==> src/hw/ctrl_pkg.sv <==
// access sequencer definitions
// FSM state encoding and the byte index width
`default_nettype none

package ctrl_pkg;

    // sequencer states
    typedef enum logic [2:0] {
        IDLE,
        INST,
        DATA_RD,
        DATA_WR,
        FINISH
    } seq_state_t;

    // byte position within one access, up to 4 bytes
    localparam int BYTE_IDX_W = 2;

endpackage

`default_nettype wire

==> src/hw/mem_pkg.sv <==
// memory side definitions
// address map, access length codes and the request payloads of both ports
`default_nettype none

package mem_pkg;

    // byte address and data word
    typedef logic [31:0] addr_t;
    typedef logic [31:0] word_t;

    // access length code
    typedef logic [1:0] len_t;

    localparam len_t LEN_BYTE = 2'd0;
    localparam len_t LEN_HALF = 2'd1;
    localparam len_t LEN_WORD = 2'd2;

    // address bits 17:16 both set select the I/O region
    localparam logic [1:0] IO_SEL = 2'b11;

    // fetch request, always a full word
    typedef struct packed {
        addr_t addr;
    } inst_req_t;

    // load or store request
    typedef struct packed {
        logic  store;
        addr_t addr;
        word_t wdata;
        len_t  len;
    } data_req_t;

endpackage

`default_nettype wire
==> src/hw/mem_seq_if.sv <==
// sequencer to byte counter link
// access start, byte count and per-byte advance, with index and last flag back
`timescale 1ns/100ps
`default_nettype none

interface mem_seq_if import ctrl_pkg::*; ();

    logic                  start;
    logic [BYTE_IDX_W:0]   nbytes;
    logic                  advance;
    logic [BYTE_IDX_W-1:0] byte_idx;
    logic                  last;

    // sequencer side
    modport seq (
        output start, nbytes, advance,
        input  byte_idx, last
    );

    // counter side
    modport cnt (
        input  start, nbytes, advance,
        output byte_idx, last
    );

endinterface

`default_nettype wire

==> src/hw/mem_unit.sv <==
// memory unit top
// serves fetch and load/store ports over the byte-wide memory bus
`timescale 1ns/100ps
`default_nettype none

module mem_unit import mem_pkg::*; (
    input  wire logic        clk_in,
    input  wire logic        rst_n,
    input  wire logic        rdy_in,
    input  wire logic [7:0]  mem_din,
    input  wire logic        io_buffer_full,
    output logic      [7:0]  mem_dout,
    output addr_t            mem_a,
    output logic             mem_wr,
    input  wire logic        inst_en,
    input  addr_t            inst_addr,
    output logic             inst_done,
    output word_t            inst_data,
    input  wire logic        data_en,
    input  wire logic        data_store,
    input  addr_t            data_addr,
    input  word_t            data_wdata,
    input  len_t             data_len,
    output logic             data_done,
    output word_t            data_rdata
);

    inst_req_t inst_req;
    inst_req_t inst_held;
    data_req_t data_req;
    data_req_t data_held;
    logic      inst_pending;
    logic      data_pending;
    logic      inst_grant;
    logic      data_grant;
    logic      capture;
    logic      clear;
    word_t     rword;

    mem_seq_if seq_bus ();

    assign inst_req = '{addr: inst_addr};
    assign data_req = '{store: data_store, addr: data_addr, wdata: data_wdata, len: data_len};

    req_buffer #(.payload_t(inst_req_t)) u_inst_buf (
        .clk_in  (clk_in),
        .rst_n   (rst_n),
        .rdy_in  (rdy_in),
        .en      (inst_en),
        .req     (inst_req),
        .grant   (inst_grant),
        .pending (inst_pending),
        .held    (inst_held)
    );

    req_buffer #(.payload_t(data_req_t)) u_data_buf (
        .clk_in  (clk_in),
        .rst_n   (rst_n),
        .rdy_in  (rdy_in),
        .en      (data_en),
        .req     (data_req),
        .grant   (data_grant),
        .pending (data_pending),
        .held    (data_held)
    );

    access_fsm u_fsm (
        .clk_in         (clk_in),
        .rst_n          (rst_n),
        .rdy_in         (rdy_in),
        .io_buffer_full (io_buffer_full),
        .inst_pending   (inst_pending),
        .inst_held      (inst_held),
        .data_pending   (data_pending),
        .data_held      (data_held),
        .seq            (seq_bus.seq),
        .inst_grant     (inst_grant),
        .data_grant     (data_grant),
        .capture        (capture),
        .clear          (clear),
        .mem_a          (mem_a),
        .mem_wr         (mem_wr),
        .inst_done      (inst_done),
        .data_done      (data_done)
    );

    byte_counter u_cnt (
        .clk_in (clk_in),
        .rst_n  (rst_n),
        .rdy_in (rdy_in),
        .seq    (seq_bus.cnt)
    );

    word_shifter u_shift (
        .clk_in   (clk_in),
        .rst_n    (rst_n),
        .rdy_in   (rdy_in),
        .wdata    (data_held.wdata),
        .byte_idx (seq_bus.byte_idx),
        .capture  (capture),
        .clear    (clear),
        .mem_din  (mem_din),
        .wbyte    (mem_dout),
        .rword    (rword)
    );

    // one assembled word serves whichever port is signalled done
    assign inst_data  = rword;
    assign data_rdata = rword;

endmodule

`default_nettype wire

==> src/hw/access_fsm.sv <==
// memory access sequencer
// arbitrates fetch and load/store, issues byte bus cycles and signals completion
`timescale 1ns/100ps
`default_nettype none

module access_fsm import mem_pkg::*, ctrl_pkg::*; (
    input  wire logic clk_in,
    input  wire logic rst_n,
    input  wire logic rdy_in,
    input  wire logic io_buffer_full,
    input  wire logic inst_pending,
    input  inst_req_t inst_held,
    input  wire logic data_pending,
    input  data_req_t data_held,
    mem_seq_if.seq    seq,
    output logic      inst_grant,
    output logic      data_grant,
    output logic      capture,
    output logic      clear,
    output addr_t     mem_a,
    output logic      mem_wr,
    output logic      inst_done,
    output logic      data_done
);

    typedef logic [BYTE_IDX_W:0] count_t;

    seq_state_t state;
    logic       serve_data;
    logic       io_stall;
    logic       bus_active;
    addr_t      base;
    count_t     len_bytes;

    // loads and stores win over fetches
    assign data_grant = (state == IDLE) && data_pending;
    assign inst_grant = (state == IDLE) && inst_pending && !data_pending;

    always_comb begin
        case (data_held.len)
            LEN_BYTE: len_bytes = count_t'(1);
            LEN_HALF: len_bytes = count_t'(2);
            default:  len_bytes = count_t'(4);
        endcase
    end

    assign seq.start  = data_grant || inst_grant;
    assign seq.nbytes = data_grant ? len_bytes : count_t'(4);
    assign clear      = seq.start;

    // uart side full, hold the I/O store off the bus
    assign io_stall = (state == DATA_WR) && (data_held.addr[17:16] == IO_SEL) &&
                      io_buffer_full;

    assign bus_active = (state == INST) || (state == DATA_RD) ||
                        ((state == DATA_WR) && !io_stall);
    assign seq.advance = bus_active;

    assign base  = (state == INST) ? inst_held.addr : data_held.addr;
    // address parked at zero between bus bytes, so no stray I/O read
    assign mem_a  = bus_active ? base + addr_t'(seq.byte_idx) : '0;
    assign mem_wr = (state == DATA_WR) && !io_stall && rdy_in;

    always_ff @(posedge clk_in) begin
        if (!rst_n) begin
            state      <= IDLE;
            serve_data <= 1'b0;
            capture    <= 1'b0;
            inst_done  <= 1'b0;
            data_done  <= 1'b0;
        end else if (rdy_in) begin
            // read data returns one cycle after its address
            capture   <= (state == INST) || (state == DATA_RD);
            inst_done <= (state == FINISH) && !serve_data;
            data_done <= (state == FINISH) && serve_data;
            case (state)
                IDLE: begin
                    if (data_pending) begin
                        serve_data <= 1'b1;
                        state      <= data_held.store ? DATA_WR : DATA_RD;
                    end else if (inst_pending) begin
                        serve_data <= 1'b0;
                        state      <= INST;
                    end
                end
                INST, DATA_RD, DATA_WR: begin
                    if (bus_active && seq.last) begin
                        state <= FINISH;
                    end
                end
                // last read byte lands in the word here
                FINISH: state <= IDLE;
                default: state <= IDLE;
            endcase
        end
    end

endmodule

`default_nettype wire

==> src/hw/word_shifter.sv <==
// byte lane shifter
// picks store bytes out of the write word and packs read bytes into a word
`timescale 1ns/100ps
`default_nettype none

module word_shifter import mem_pkg::*, ctrl_pkg::*; (
    input  wire logic                  clk_in,
    input  wire logic                  rst_n,
    input  wire logic                  rdy_in,
    input  word_t                      wdata,
    input  wire logic [BYTE_IDX_W-1:0] byte_idx,
    input  wire logic                  capture,
    input  wire logic                  clear,
    input  wire logic [7:0]            mem_din,
    output logic [7:0]                 wbyte,
    output word_t                      rword
);

    // lane of the byte now on mem_din, one cycle behind its address
    logic [BYTE_IDX_W-1:0] lane_q;

    // store byte for the address on the bus this cycle
    assign wbyte = wdata[byte_idx*8 +: 8];

    always_ff @(posedge clk_in) begin
        if (!rst_n) begin
            lane_q <= '0;
        end else if (rdy_in) begin
            lane_q <= byte_idx;
        end
    end

    // short loads keep zeros in the upper lanes
    always_ff @(posedge clk_in) begin
        if (rdy_in) begin
            if (clear) begin
                rword <= '0;
            end else if (capture) begin
                rword[lane_q*8 +: 8] <= mem_din;
            end
        end
    end

endmodule

`default_nettype wire

==> src/hw/byte_counter.sv <==
// byte position counter
// walks the byte index of one access and flags its final byte
`timescale 1ns/100ps
`default_nettype none

module byte_counter import ctrl_pkg::*; (
    input  wire logic clk_in,
    input  wire logic rst_n,
    input  wire logic rdy_in,
    mem_seq_if.cnt    seq
);

    logic [BYTE_IDX_W-1:0] idx_q;
    logic [BYTE_IDX_W:0]   nbytes_q;

    always_ff @(posedge clk_in) begin
        if (!rst_n) begin
            idx_q    <= '0;
            nbytes_q <= '0;
        end else if (rdy_in) begin
            if (seq.start) begin
                idx_q    <= '0;
                nbytes_q <= seq.nbytes;
            end else if (seq.advance) begin
                // wraps to zero after a full word
                idx_q <= idx_q + 1'b1;
            end
        end
    end

    assign seq.byte_idx = idx_q;
    assign seq.last     = (idx_q == BYTE_IDX_W'(nbytes_q - 1'b1));

    // sequencer must leave the bus phase after the final byte
    a_no_overrun: assert property (
        @(posedge clk_in) disable iff (!rst_n)
        (rdy_in && seq.advance && seq.last) |=> !seq.advance
    );

endmodule

`default_nettype wire

==> src/hw/req_buffer.sv <==
// single entry request holder
// latches a port request on its strobe and keeps it pending until granted
`timescale 1ns/100ps
`default_nettype none

module req_buffer #(
    parameter type payload_t = logic [31:0]
) (
    input  wire logic clk_in,
    input  wire logic rst_n,
    input  wire logic rdy_in,
    input  wire logic en,
    input  payload_t  req,
    input  wire logic grant,
    output logic      pending,
    output payload_t  held
);

    always_ff @(posedge clk_in) begin
        if (!rst_n) begin
            pending <= 1'b0;
        end else if (rdy_in) begin
            if (en) begin
                pending <= 1'b1;
            end else if (grant) begin
                pending <= 1'b0;
            end
        end
    end

    // request fields stay put after the grant for the sequencer to use
    always_ff @(posedge clk_in) begin
        if (rdy_in && en) begin
            held <= req;
        end
    end

    // the requester waits for its done, so it never overruns this entry
    a_no_overrun: assert property (
        @(posedge clk_in) disable iff (!rst_n)
        (rdy_in && en) |-> !pending
    );

endmodule

`default_nettype wire

==> config.mk <==
export PLATFORM = sky130hd
export DESIGN_NAME = mem_unit
export DESIGN_NICKNAME = d
export VERILOG_FILES = /design/src/hw/ctrl_pkg.sv /design/src/hw/mem_pkg.sv /design/src/hw/mem_seq_if.sv /design/src/hw/mem_unit.sv /design/src/hw/access_fsm.sv /design/src/hw/word_shifter.sv /design/src/hw/byte_counter.sv /design/src/hw/req_buffer.sv
export SDC_FILE = /design/constraint.sdc
export NUM_CORES = 1
export LEC_CHECK = 0
export ABC_CLOCK_PERIOD_IN_PS = 6300
export BUFFER_PORTS_ARGS = -buffer_cell sky130_fd_sc_hd__clkbuf_2
export CAP_MARGIN = 20
export CELL_PAD_IN_SITES_DETAIL_PLACEMENT = 0
export CELL_PAD_IN_SITES_GLOBAL_PLACEMENT = 1
export CORE_MARGIN = 2
export CORE_UTILIZATION = 40
export DETAILED_ROUTE_END_ITERATION = 12
export GPL_ROUTABILITY_DRIVEN = 0
export PLACE_DENSITY_LB_ADDON = 0.15
export SLEW_MARGIN = 20
export SYNTH_ARGS = -nofsm -noshare
export SYNTH_HDL_FRONTEND = slang
export SYNTH_SLANG_ARGS = --single-unit
==> constraint.sdc <==
create_clock -name clk_in -period 6.3 [get_ports clk_in]
set_input_delay 1.26 -clock clk_in [delete_from_list [all_inputs] [get_ports clk_in]]
set_output_delay 1.26 -clock clk_in [all_outputs]
set_load 0.01 [all_outputs]
==> metrics.txt, run 1 <==
register area=4230 sq um; MaxCap Viol Count=0; Synth Warn #=0; DP Cell Count=1,051; Avg Cell Area, Syn=11.5 sq um; CP startpoint kind=flop; H-tree levels=4; endpoints failing setup=0; total power=2.53 mW; area of the core=18,500 sq um; Hold Path Sink=u_fsm.inst_done$_SDFFE_PN0P_; Setup TNS=0 ns; clock transition at the registers of the reported paths=0.06 ns; period utilisation layout=88.9%; ratio of cells with drive above 1 in the final layout=33.6%; register area share after synthesis=56.5%; GRT overflow=0; full die area=19,900 sq um; Util after Layout=49.7%; Chip Width=141 um; R2R cell count=6; RSZ-0062 raised after global routing=no; count of flip-flops with a built-in enable after synthesis=131; Via density=5.40; total CTS buffers=17; DR vias=5,844; Post-Syn Nets=772; kind of critical path=reg2out; largest net degree at the start of global routing=69; FMAX=179 MHz; # IOs=220; worst-path fanout max=38; Cell Area, Synth=7500 sq um; crit path DAT=4.34 ns; worst slew pin tran=0.980 ns; minimum clock period=5.60 ns; critical path required time=5.04 ns; #FFs+latches synth=146; Worst Hold Slack=0.481 ns; drt drc=0; Area Overhead vs Synth=22.7%; Global Route Usage Sum=20.1%; status=complete, no violations; final antenna-violating net count=0; post-cts sizing count=0; PortBufs=219; final slew viol count=0; Final nets=957; initial drt markers=478; die height=141 um; first-pass GRT wire length=30,800 um; reg2reg start=u_shift.lane_q[0]$_SDFFE_PN0P_; Cell variety after synth=60; CTS tree=built; Syn Inst Count=651; Async SR Flop Fraction=0%; Worst VDD drop=169 uV; P per Cell Area=275 nW/um^2; DP Wirelength=13,800 um; final count of hold timing violations=0; Root Buffer=clkbuf_16; initial antenna violation count=0; hold path depth=2; drt first pass iters=6; Routed WL=19,500 um; Fillers=1,708; CTS Sinks=146; clk_lat worst skew=0.43 ns; Post-CTS Setup Inserts=0; HP Start=u_fsm.inst_done$_SDFFE_PN0P_; vias in the first global route=5,689; fin cells=1,083; standard-cell row count=50; R2R setup slack=3.99 ns; clk_skew=0.00849 ns; Worst Hold Class=reg2reg; multi-input logic area=2890 sq um; Setup crit end kind=output port; Starting Density=40.5%; Clock Tree Buf Depth=2; Routed wire per std cell=18.0 um; R2R Path End=u_shift.rword[23]$_SDFFCE_PN0P_; # hold bufs at CTS=0; ys flop type=edfxtp_1; LEAKAGE=3.66 nW; Slew headroom=34.2%; # diodes=0
[critical path: stages (launching register included)]
cell	delay, ns
dfxtp_1	0.46
nor3b_2	0.26
buf_4	0.41
nand2_1	0.10
nand2_1	0.09
inv_1	0.06
fa_1	0.52
nor4_1	0.70
o22ai_2	0.41
or4_1	0.61
o21ai_1	0.14
clkbuf_2	0.14
[where the power goes]
group / switching, mW / leakage (nW) / internal (mW)
registers: 0.0462 / 1.35 / 1.13
clock network: 0.467 / 0.302 / 0.573
logic: 0.182 / 2.01 / 0.129
[registers in the layout (all words and copies together), names as in the netlist, 2 cells and up]
register            count
u_shift.lane_q          2
u_inst_buf.held        32
u_data_buf.held        67
u_shift.rword          32
u_fsm.state             3
u_cnt.nbytes_q          2
u_cnt.seq.byte_idx      2
[per-stage QoR]
step                cell area [sq um]  worst slack [ns]
finish                           9200             0.699
global route                     9200             0.303
CTS                              9200             0.693
detailed placement               8590              1.16
global placement                 8580              1.26
floorplan                        7500              1.25
[cell usage in the layout (no fill, tap or decap), types with 4 or more instances in the layout]
cell type  count
buf_4          7
o31ai_1        4
nor4_1        13
o21ai_0        9
inv_1          7
mux4_2         8
nand4_1       19
ha_1           7
nor3b_1        6
a21oi_1       49
xnor2_1       12
and3_1        10
nor3_1        26
clkbuf_2     219
dfxtp_1       15
nor2b_1       39
edfxtp_1     131
clkbuf_16     17
mux2i_1       29
nand3_1       14
or4_1          6
a31oi_1        6
o21a_1         8
and2_1         4
nand2_1       49
nor2_1        62
a21boi_0       8
inv_8          6
[per-layer routing]
metal | wire [um] | track usage [%]
met1 | 8710 | 27.6
met2 | 9000 | 31.4
met3 | 1520 | 5.40
met4 | 265 | 6.16
met5 | 0 | 0
[worst max-delay path by stage]
stage	slack, ns	end	cells after the start	start
floorplan	1.25	mem_a[26]	15	u_fsm.state[0]$_SDFFE_PN0P_
global placement	1.26	mem_a[26]	11	u_fsm.state[2]$_SDFFE_PN0P_
detailed placement	1.16	mem_a[26]	11	u_fsm.state[2]$_SDFFE_PN0P_
CTS	0.69	mem_a[30]	11	u_fsm.state[2]$_SDFFE_PN0P_
global route	0.30	mem_a[26]	11	u_fsm.state[2]$_SDFFE_PN0P_
finish	0.70	mem_a[30]	11	u_fsm.state[2]$_SDFFE_PN0P_
[cell families after synthesis]
logic type               synth area share [%]
AO/OA/AOI/OAI                            8.48
XOR/XNOR                                 1.75
adder cells (fa/ha/maj)                  1.44
buffers and inverters                    5.39
flip-flops                               56.5
multiplexers                             7.03
AND/OR/NAND/NOR                          19.4
[final cells by class]
type / instances / share of cell area [%]
clock buffer: 17 / 4.62
tap: 234 / 3.18
sequential: 146 / 46.0
inverter: 7 / 0.286
timing repair buffer: 226 / 12.5
clock inverter: 15 / 2.03
multi-input combinational: 438 / 31.4
[synthesized netlist by cell type (all sizes together) (4+ instances only)]
master	n	area [sq um]
o21ai	11	55.1
a31oi	6	37.5
a21boi	8	60.1
a21oi	49	245
nand4	19	119
nor3	27	140
inv	7	26.3
nand2	49	184
nor2	63	236
mux4	8	180
and2	5	31.3
or4	6	45.0
nor4	17	143
mux2i	30	313
and3	10	62.6
dfxtp	15	300
o31ai	4	30.0
clkbuf	16	60.1
edfxtp	131	3930
xnor2	12	105
nor2b	39	244
nor3b	7	52.6
ha	7	87.6
buf	44	318
nand3	14	70.1
o21a	8	60.1
No activity file was read; power rests on OpenSTA's default activity.
==> run 2, diff against run 1 <==
- CORE_UTILIZATION: 40 -> 41
- SYNTH_HIERARCHICAL: default -> 1
==> metrics.txt, run 2 <==
CP peak stage delay=0.72 ns (+0.02 ns); endpoints failing setup=0 (unchanged); CTS tree=built; kind of critical path=reg2out; status=complete, no violations; # diodes=0 (unchanged); P per Cell Area=298 nW/um^2 (+8.6%); Post-CTS Setup Inserts=0 (unchanged); minimum clock period=5.50 ns (-0.103 ns); ratio of cells with drive above 1 in the final layout=37.4% (+3.8 points); DP Cell Count=1,015 (-3.4%); Root Buffer=clkbuf_16; multi-input logic area=2920 sq um (+1.2%); worst slew pin tran=1.00 ns (+0.0204 ns); CTS Sinks=146 (unchanged); Chip Width=141 um (-0.28%); critical path required time=5.04 ns (about the same); total CTS buffers=17 (unchanged); Util after Layout=51.2% (+1.5 points); RSZ-0062 raised after global routing=no; Cell Area, Synth=7640 sq um (+1.9%); R2R setup slack=3.63 ns (-0.36 ns); clk_lat worst skew=0.43 ns (about the same); post-synth top area share=51.5% (-0.98 points); clock transition at the registers of the reported paths=0.07 ns (about the same); standard-cell row count=49 (-2.0%); largest registers=u_data_buf/held x67, u_inst_buf/held x32, u_shift/rword x32; Synth Warn #=6 (+6); CP startpoint kind=flop; crit-path leading delay family=simple AND/OR/NAND/NOR gates; DP Wirelength=13,600 um (-1.3%); initial drt markers=318 (-33%); H-tree levels=4 (unchanged); vias in the first global route=5,528 (-2.8%); Final nets=926 (-3.2%); total power=2.77 mW (+9.8%); #FFs+latches synth=146 (unchanged); Fillers=1,625 (-4.9%); Avg Cell Area, Syn=12.2 sq um (+6.1%); area of the core=18,100 sq um (-2.0%); Cell variety after synth=71 (+18%); LEAKAGE=3.74 nW (+2.3%); placed cell area=8680 sq um (+1.1%); Global Route Usage Sum=19.3% (-0.78 points); Clock Tree Buf Depth=2 (unchanged); clk_skew=0.00805 ns (-0.000441 ns); crit path max-delay cell type=or4_1; MaxCap Viol Count=0 (unchanged); Worst VDD drop=180 uV (+6.4%); PortBufs=219 (unchanged); most common cell in the netlist=edfxtp_1; largest net degree at the start of global routing=69 (unchanged); final count of hold timing violations=0 (unchanged); initial antenna violation count=0 (unchanged); fin cells=1,047 (-3.3%); most common cell after layout, fill and taps aside=clkbuf_2; Commonest cells post-synth=edfxtp_1 (131), nand2_1 (40), buf_4 (34); first-pass GRT wire length=29,600 um (-4.0%); drt first pass iters=4 (-2); Synth area leaders=edfxtp_1 (51%), dfxtp_1 (3.9%), mux2i_1 (3.9%); post-cts sizing count=0 (unchanged); crit path DAT=4.24 ns (-0.10 ns); most frequent cells in the layout=clkbuf_2 (219), edfxtp_1 (131), nand2_1 (40); drt drc=0 (unchanged); Starting Density=42.1% (+1.6 points); final slew viol count=0 (unchanged); DR vias=5,676 (-2.9%); full die area=19,700 sq um (-0.57%); # hold bufs at CTS=0 (unchanged); Area Overhead vs Synth=21.7%; Worst Hold Class=reg2reg; die height=141 um (-0.28%); Syn Inst Count=625 (-4.0%); Synth area leader=edfxtp_1; GRT overflow=0 (unchanged); FMAX=182 MHz (+1.9%); Routed wire per std cell=18.1 um (+0.56%); count of flip-flops with a built-in enable after synthesis=131 (unchanged); Setup TNS=0 ns (unchanged); Setup crit end kind=output port; # IOs=220 (unchanged); Slew headroom=33.0% (-1.2 points); ys flop type=edfxtp_1; Critical path buffers and inverters=3 (unchanged); crit path cell chain=nor3b_2, buf_4, nand2_1, nand2_1, ha_1, inv_1, fa_1, or4_1, a221o_1, or4_1, and3_1, clkbuf_2; post-route cell area=9300 sq um (+1.0%); Routed WL=19,000 um (-2.8%); register area=4230 sq um (unchanged); worst-path fanout max=16 (-58%); Post-Syn Nets=746 (-3.4%); Most flops, register=u_data_buf/held; register area share after synthesis=55.4% (-1.1 points); Async SR Flop Fraction=0% (unchanged); period utilisation layout=87.3% (-1.6 points); Via density=5.42 (+0.46%); max reg flops=67 (unchanged); final antenna-violating net count=0 (unchanged)
==> run 2: cell count changes in the layout (fill, tap and decap cells not counted), sizes merged, moves of 9 or more <==
| cell | previous run | this run |
|---|---|---|
| a21oi | 49 | 10 |
| nor2 | 63 | 28 |
| nor2b | 39 | 6 |
| nand2b | 3 | 35 |
| o32ai | 0 | 32 |
| inv | 16 | 32 |
| nor4 | 17 | 2 |
| nand3 | 14 | 23 |
| nand4 | 19 | 10 |
==> run 2: layout make-up <==
class	instances	share of cell area, %
clock inverters	15	2.02
inverters	25	1.01
flip-flops and latches	146	45.5
well taps	229	3.08
multi-input cells	389	31.4
clock buffers	17	4.58
repair buffers	226	12.4
==> run 2: worst paths after layout <==
path	to	cells after the start	from
min	u_cnt/nbytes_q[1]$_SDFFE_PN0P_	2	u_cnt/nbytes_q[1]$_SDFFE_PN0P_
max	mem_a[30]	12	u_fsm/state[0]$_SDFFE_PN0P_
max reg2reg	u_shift/rword[10]$_SDFFCE_PP0P_	5	u_fsm/state[0]$_SDFFE_PN0P_
min reg2reg	u_cnt/nbytes_q[1]$_SDFFE_PN0P_	2	u_cnt/nbytes_q[1]$_SDFFE_PN0P_
==> run 2: layer usage <==
layer	up-vias	GRT usage (%)	wire, um	share of wire (%)
li1	2707	-	-	-
met4	0	6.89	341	1.8
met3	22	5.57	1300	6.9
met2	227	29.5	8820	47
met5	-	0	0	0
met1	2720	26.4	8490	45
==> run 2: logic make-up (layout without fill, tap and decap cells) <==
family                     Yosys count  count (layout)  share of synthesized area, %
AOI/OAI and AO/OA                  103             103                          11.7
xor gates and xnor gates            17              17                          1.95
adders and majority gates            8               8                          1.41
buffers and inverters               90             283                          6.55
DFF                                146             146                          55.4
muxes                               45              45                          7.32
and+or+nand+nor                    216             216                          15.6
==> run 2: worst register-to-register path, cell delays in order, from the launching register on <==
cell and delay, ns:
dfxtp_1 0.41, nor3_1 0.51, nor2b_4 0.34, buf_4 0.45, o21a_1 0.21, buf_4 0.38
==> run 2: power breakdown <==
| group | internal, mW | switching [mW] |
|---|---|---|
| clock | 0.539 | 0.478 |
| combinational | 0.229 | 0.321 |
| sequential | 1.15 | 0.0571 |
==> run 2: metrics by stage <==
stage | hold slack [ns] | setup WS [ns]
2_1_floorplan | 0.452 | 0.943
3_3_place_gp | 0.466 | 1.35
3_5_place_dp | 0.478 | 1.28
4_1_cts | 0.486 | 0.810
5_1_grt | 0.500 | 0.612
6_report | 0.486 | 0.803
==> run 3, diff against run 2 <==
--- a/config.mk
+++ b/config.mk
@@ -7,3 +7,3 @@
 export LEC_CHECK = 0
-export ABC_CLOCK_PERIOD_IN_PS = 6300
+export ABC_CLOCK_PERIOD_IN_PS = 6400
 export BUFFER_PORTS_ARGS = -buffer_cell sky130_fd_sc_hd__clkbuf_2
@@ -13,3 +13,3 @@
 export CORE_MARGIN = 2
-export CORE_UTILIZATION = 41
+export CORE_UTILIZATION = 44
 export DETAILED_ROUTE_END_ITERATION = 12
==> constraint.sdc (replaced) <==
create_clock -name clk_in -period 6.4 [get_ports clk_in]
set_input_delay 1.28 -clock clk_in [delete_from_list [all_inputs] [get_ports clk_in]]
set_output_delay 1.28 -clock clk_in [all_outputs]
set_load 0.1 [all_outputs]
==> metrics.txt, run 3 (synthesis gave the netlist of run 2 again) <==
final count of hold timing violations=0 (unchanged); # IOs=220 (unchanged); Global Route Usage Sum=20.5% (+1.2 points); DP Wirelength=13,200 um (-2.6%); RSZ-0062 raised after global routing=no; Int Pwr=1.91 mW (-0.35%); Most flops, register=u_data_buf/held; DR vias=5,649 (-0.48%); crit-path leading delay family=simple AND/OR/NAND/NOR gates; Starting Density=44.6% (+2.5 points); minimum clock period=5.71 ns; initial antenna violation count=1 (+1); CP startpoint kind=flop; Final nets=926 (unchanged); CTS Sinks=146 (unchanged); drt first pass iters=4 (unchanged); die height=136 um (-3.4%); GRT overflow=0 (unchanged); clock transition at the registers of the reported paths=0.06 ns (about the same); status=complete, no violations; DP Cell Count=1,010 (-0.49%); max reg flops=67 (unchanged); clk_skew=0.00518 ns (-0.00286 ns); Setup crit end kind=output port; Critical path buffers and inverters=3 (unchanged); H-tree levels=4 (unchanged); post-cts sizing count=0 (unchanged); crit path DAT=4.43 ns (+0.19 ns); post-route cell area=9290 sq um (about the same); standard-cell row count=48 (-2.0%); Root Buffer=clkbuf_16; worst setup margin=0.694 ns (-0.109 ns); Routed wire per std cell=17.9 um (-1.1%); initial drt markers=360 (+13%); Fillers=1,527 (-6.0%); CP peak stage delay=0.70 ns (-0.02 ns); Slew headroom=36.9% (+3.9 points); first-pass GRT wire length=28,900 um (-2.3%); total CTS buffers=17 (unchanged); final antenna-violating net count=0 (unchanged); # diodes=0 (unchanged); Post-CTS Setup Inserts=0 (unchanged); largest net degree at the start of global routing=69 (unchanged); Clk network pwr share=30.3% (-6.4 points); worst-path fanout max=30 (+14); ratio of cells with drive above 1 in the final layout=37.8% (+0.37 points); Chip Width=136 um (-3.4%); full die area=18,400 sq um (-6.6%); clk_lat worst skew=0.42 ns (about the same); kind of critical path=reg2out; vias in the first global route=5,458 (-1.3%); endpoints failing setup=0 (unchanged); FMAX=175 MHz; P_sw=1.38 mW (+61%); Worst VDD drop=211 uV (+17%); Sw Ratio=41.9% (+11 points); Via density=5.42 (about the same); final slew viol count=0 (unchanged); most common cell after layout, fill and taps aside=clkbuf_2; # hold bufs at CTS=0 (unchanged); drt drc=0 (unchanged); crit path max-delay cell type=or4_1; fin cells=1,043 (-0.38%); Clock Tree Buf Depth=2 (unchanged); CTS tree=built; largest registers=u_data_buf/held x67, u_inst_buf/held x32, u_shift/rword x32; Logic pwr share=33.7% (+14 points); Routed WL=18,700 um (-1.5%); LEAKAGE=3.74 nW (about the same); Worst Hold Class=reg2reg; PortBufs=219 (unchanged); area of the core=17,100 sq um (-5.7%); Setup TNS=0 ns (unchanged); post-place setup slack=1.15 ns (-0.134 ns); Area Overhead vs Synth=21.6% (about the same); period utilisation layout=89.2%; worst slew pin tran=0.947 ns (-0.0537 ns); crit path cell chain=nor3b_2, buf_4, nand2_1, nand2_1, inv_1, fa_1, or4_1, a221o_1, or4_1, and3_1, clkbuf_2; placed cell area=8690 sq um (about the same); critical path required time=5.12 ns (+0.08 ns); P per Cell Area=354 nW/um^2 (+19%); MaxCap Viol Count=0 (unchanged); Sequential Power Share=36.0% (-7.5 points); most frequent cells in the layout=clkbuf_2 (219), edfxtp_1 (131), nand2_1 (40)
run 3: changes by cell type in the layout (fill, tap and decap cells not counted), moves of 2 or more:
| cell | change |
|---|---|
| nor3_2 | +2 |
| inv_6 | +3 |
| clkinv_8 | -5 |
| nor3_1 | -2 |
| clkinv_4 | +2 |
run 3: worst register-to-register path: cells and delay by family (launching register included):
| family | cells | cell delay, ns |
|---|---|---|
| compound gates | 1 | 0.20 |
| flops | 1 | 0.40 |
| buf+inv | 2 | 0.84 |
| simple gates | 2 | 0.85 |
run 3: final cells by class:
| type | instances | area, sq um | share of cell area [%] |
|---|---|---|---|
| well taps | 225 | 282 | 3.03 |
| inverters | 25 | 93.8 | 1.01 |
| clock inverters | 15 | 169 | 1.82 |
| repair buffers | 226 | 1150 | 12.4 |
| flip-flops and latches | 146 | 4230 | 45.6 |
| multi-input cells | 389 | 2940 | 31.6 |
| clock buffers | 17 | 425 | 4.58 |
run 3: stage by stage:
stage	power, mW	utilization, %	hold slack (ns)
2_1_floorplan	2.14	-	0.452
3_3_place_gp	2.30	50.8	0.464
3_5_place_dp	2.31	50.8	0.469
4_1_cts	3.31	54.2	0.488
5_1_grt	3.41	54.3	0.525
6_report	3.29	54.3	0.484
run 3: metal layers:
layer	vias to the layer above	wire [um]	track usage [%]
li1	2711	-	-
met1	2682	8550	29.0
met2	237	8350	30.6
met3	17	1520	5.72
met4	2	238	6.94
met5	-	14	0
run 3: path summary, 6_finish.rpt:
path | endpoint | slack (ns) | startpoint | depth (start not counted)
worst min register to register | u_fsm/data_done$_SDFFE_PN0P_ | 0.48 | u_fsm/data_done$_SDFFE_PN0P_ | 2
worst min-delay path | u_fsm/data_done$_SDFFE_PN0P_ | 0.48 | u_fsm/data_done$_SDFFE_PN0P_ | 2
worst max-delay path | mem_a[30] | 0.69 | u_fsm/state[0]$_SDFFE_PN0P_ | 11
worst max register to register | u_shift/rword[6]$_SDFFCE_PP0P_ | 3.76 | u_fsm/state[0]$_SDFFE_PN0P_ | 5
run 3: power by group through the flow:
| stage | logic, mW | registers (mW) | clock network (mW) |
|---|---|---|---|
| final | 1.11 | 1.18 | 0.995 |
| after global routing | 1.16 | 1.19 | 1.06 |
| after CTS | 1.11 | 1.18 | 1.02 |
| after detailed placement | 1.11 | 1.20 | 0 |
| after global placement | 1.10 | 1.20 | 0 |
| after floorplan | 0.803 | 1.34 | 0 |
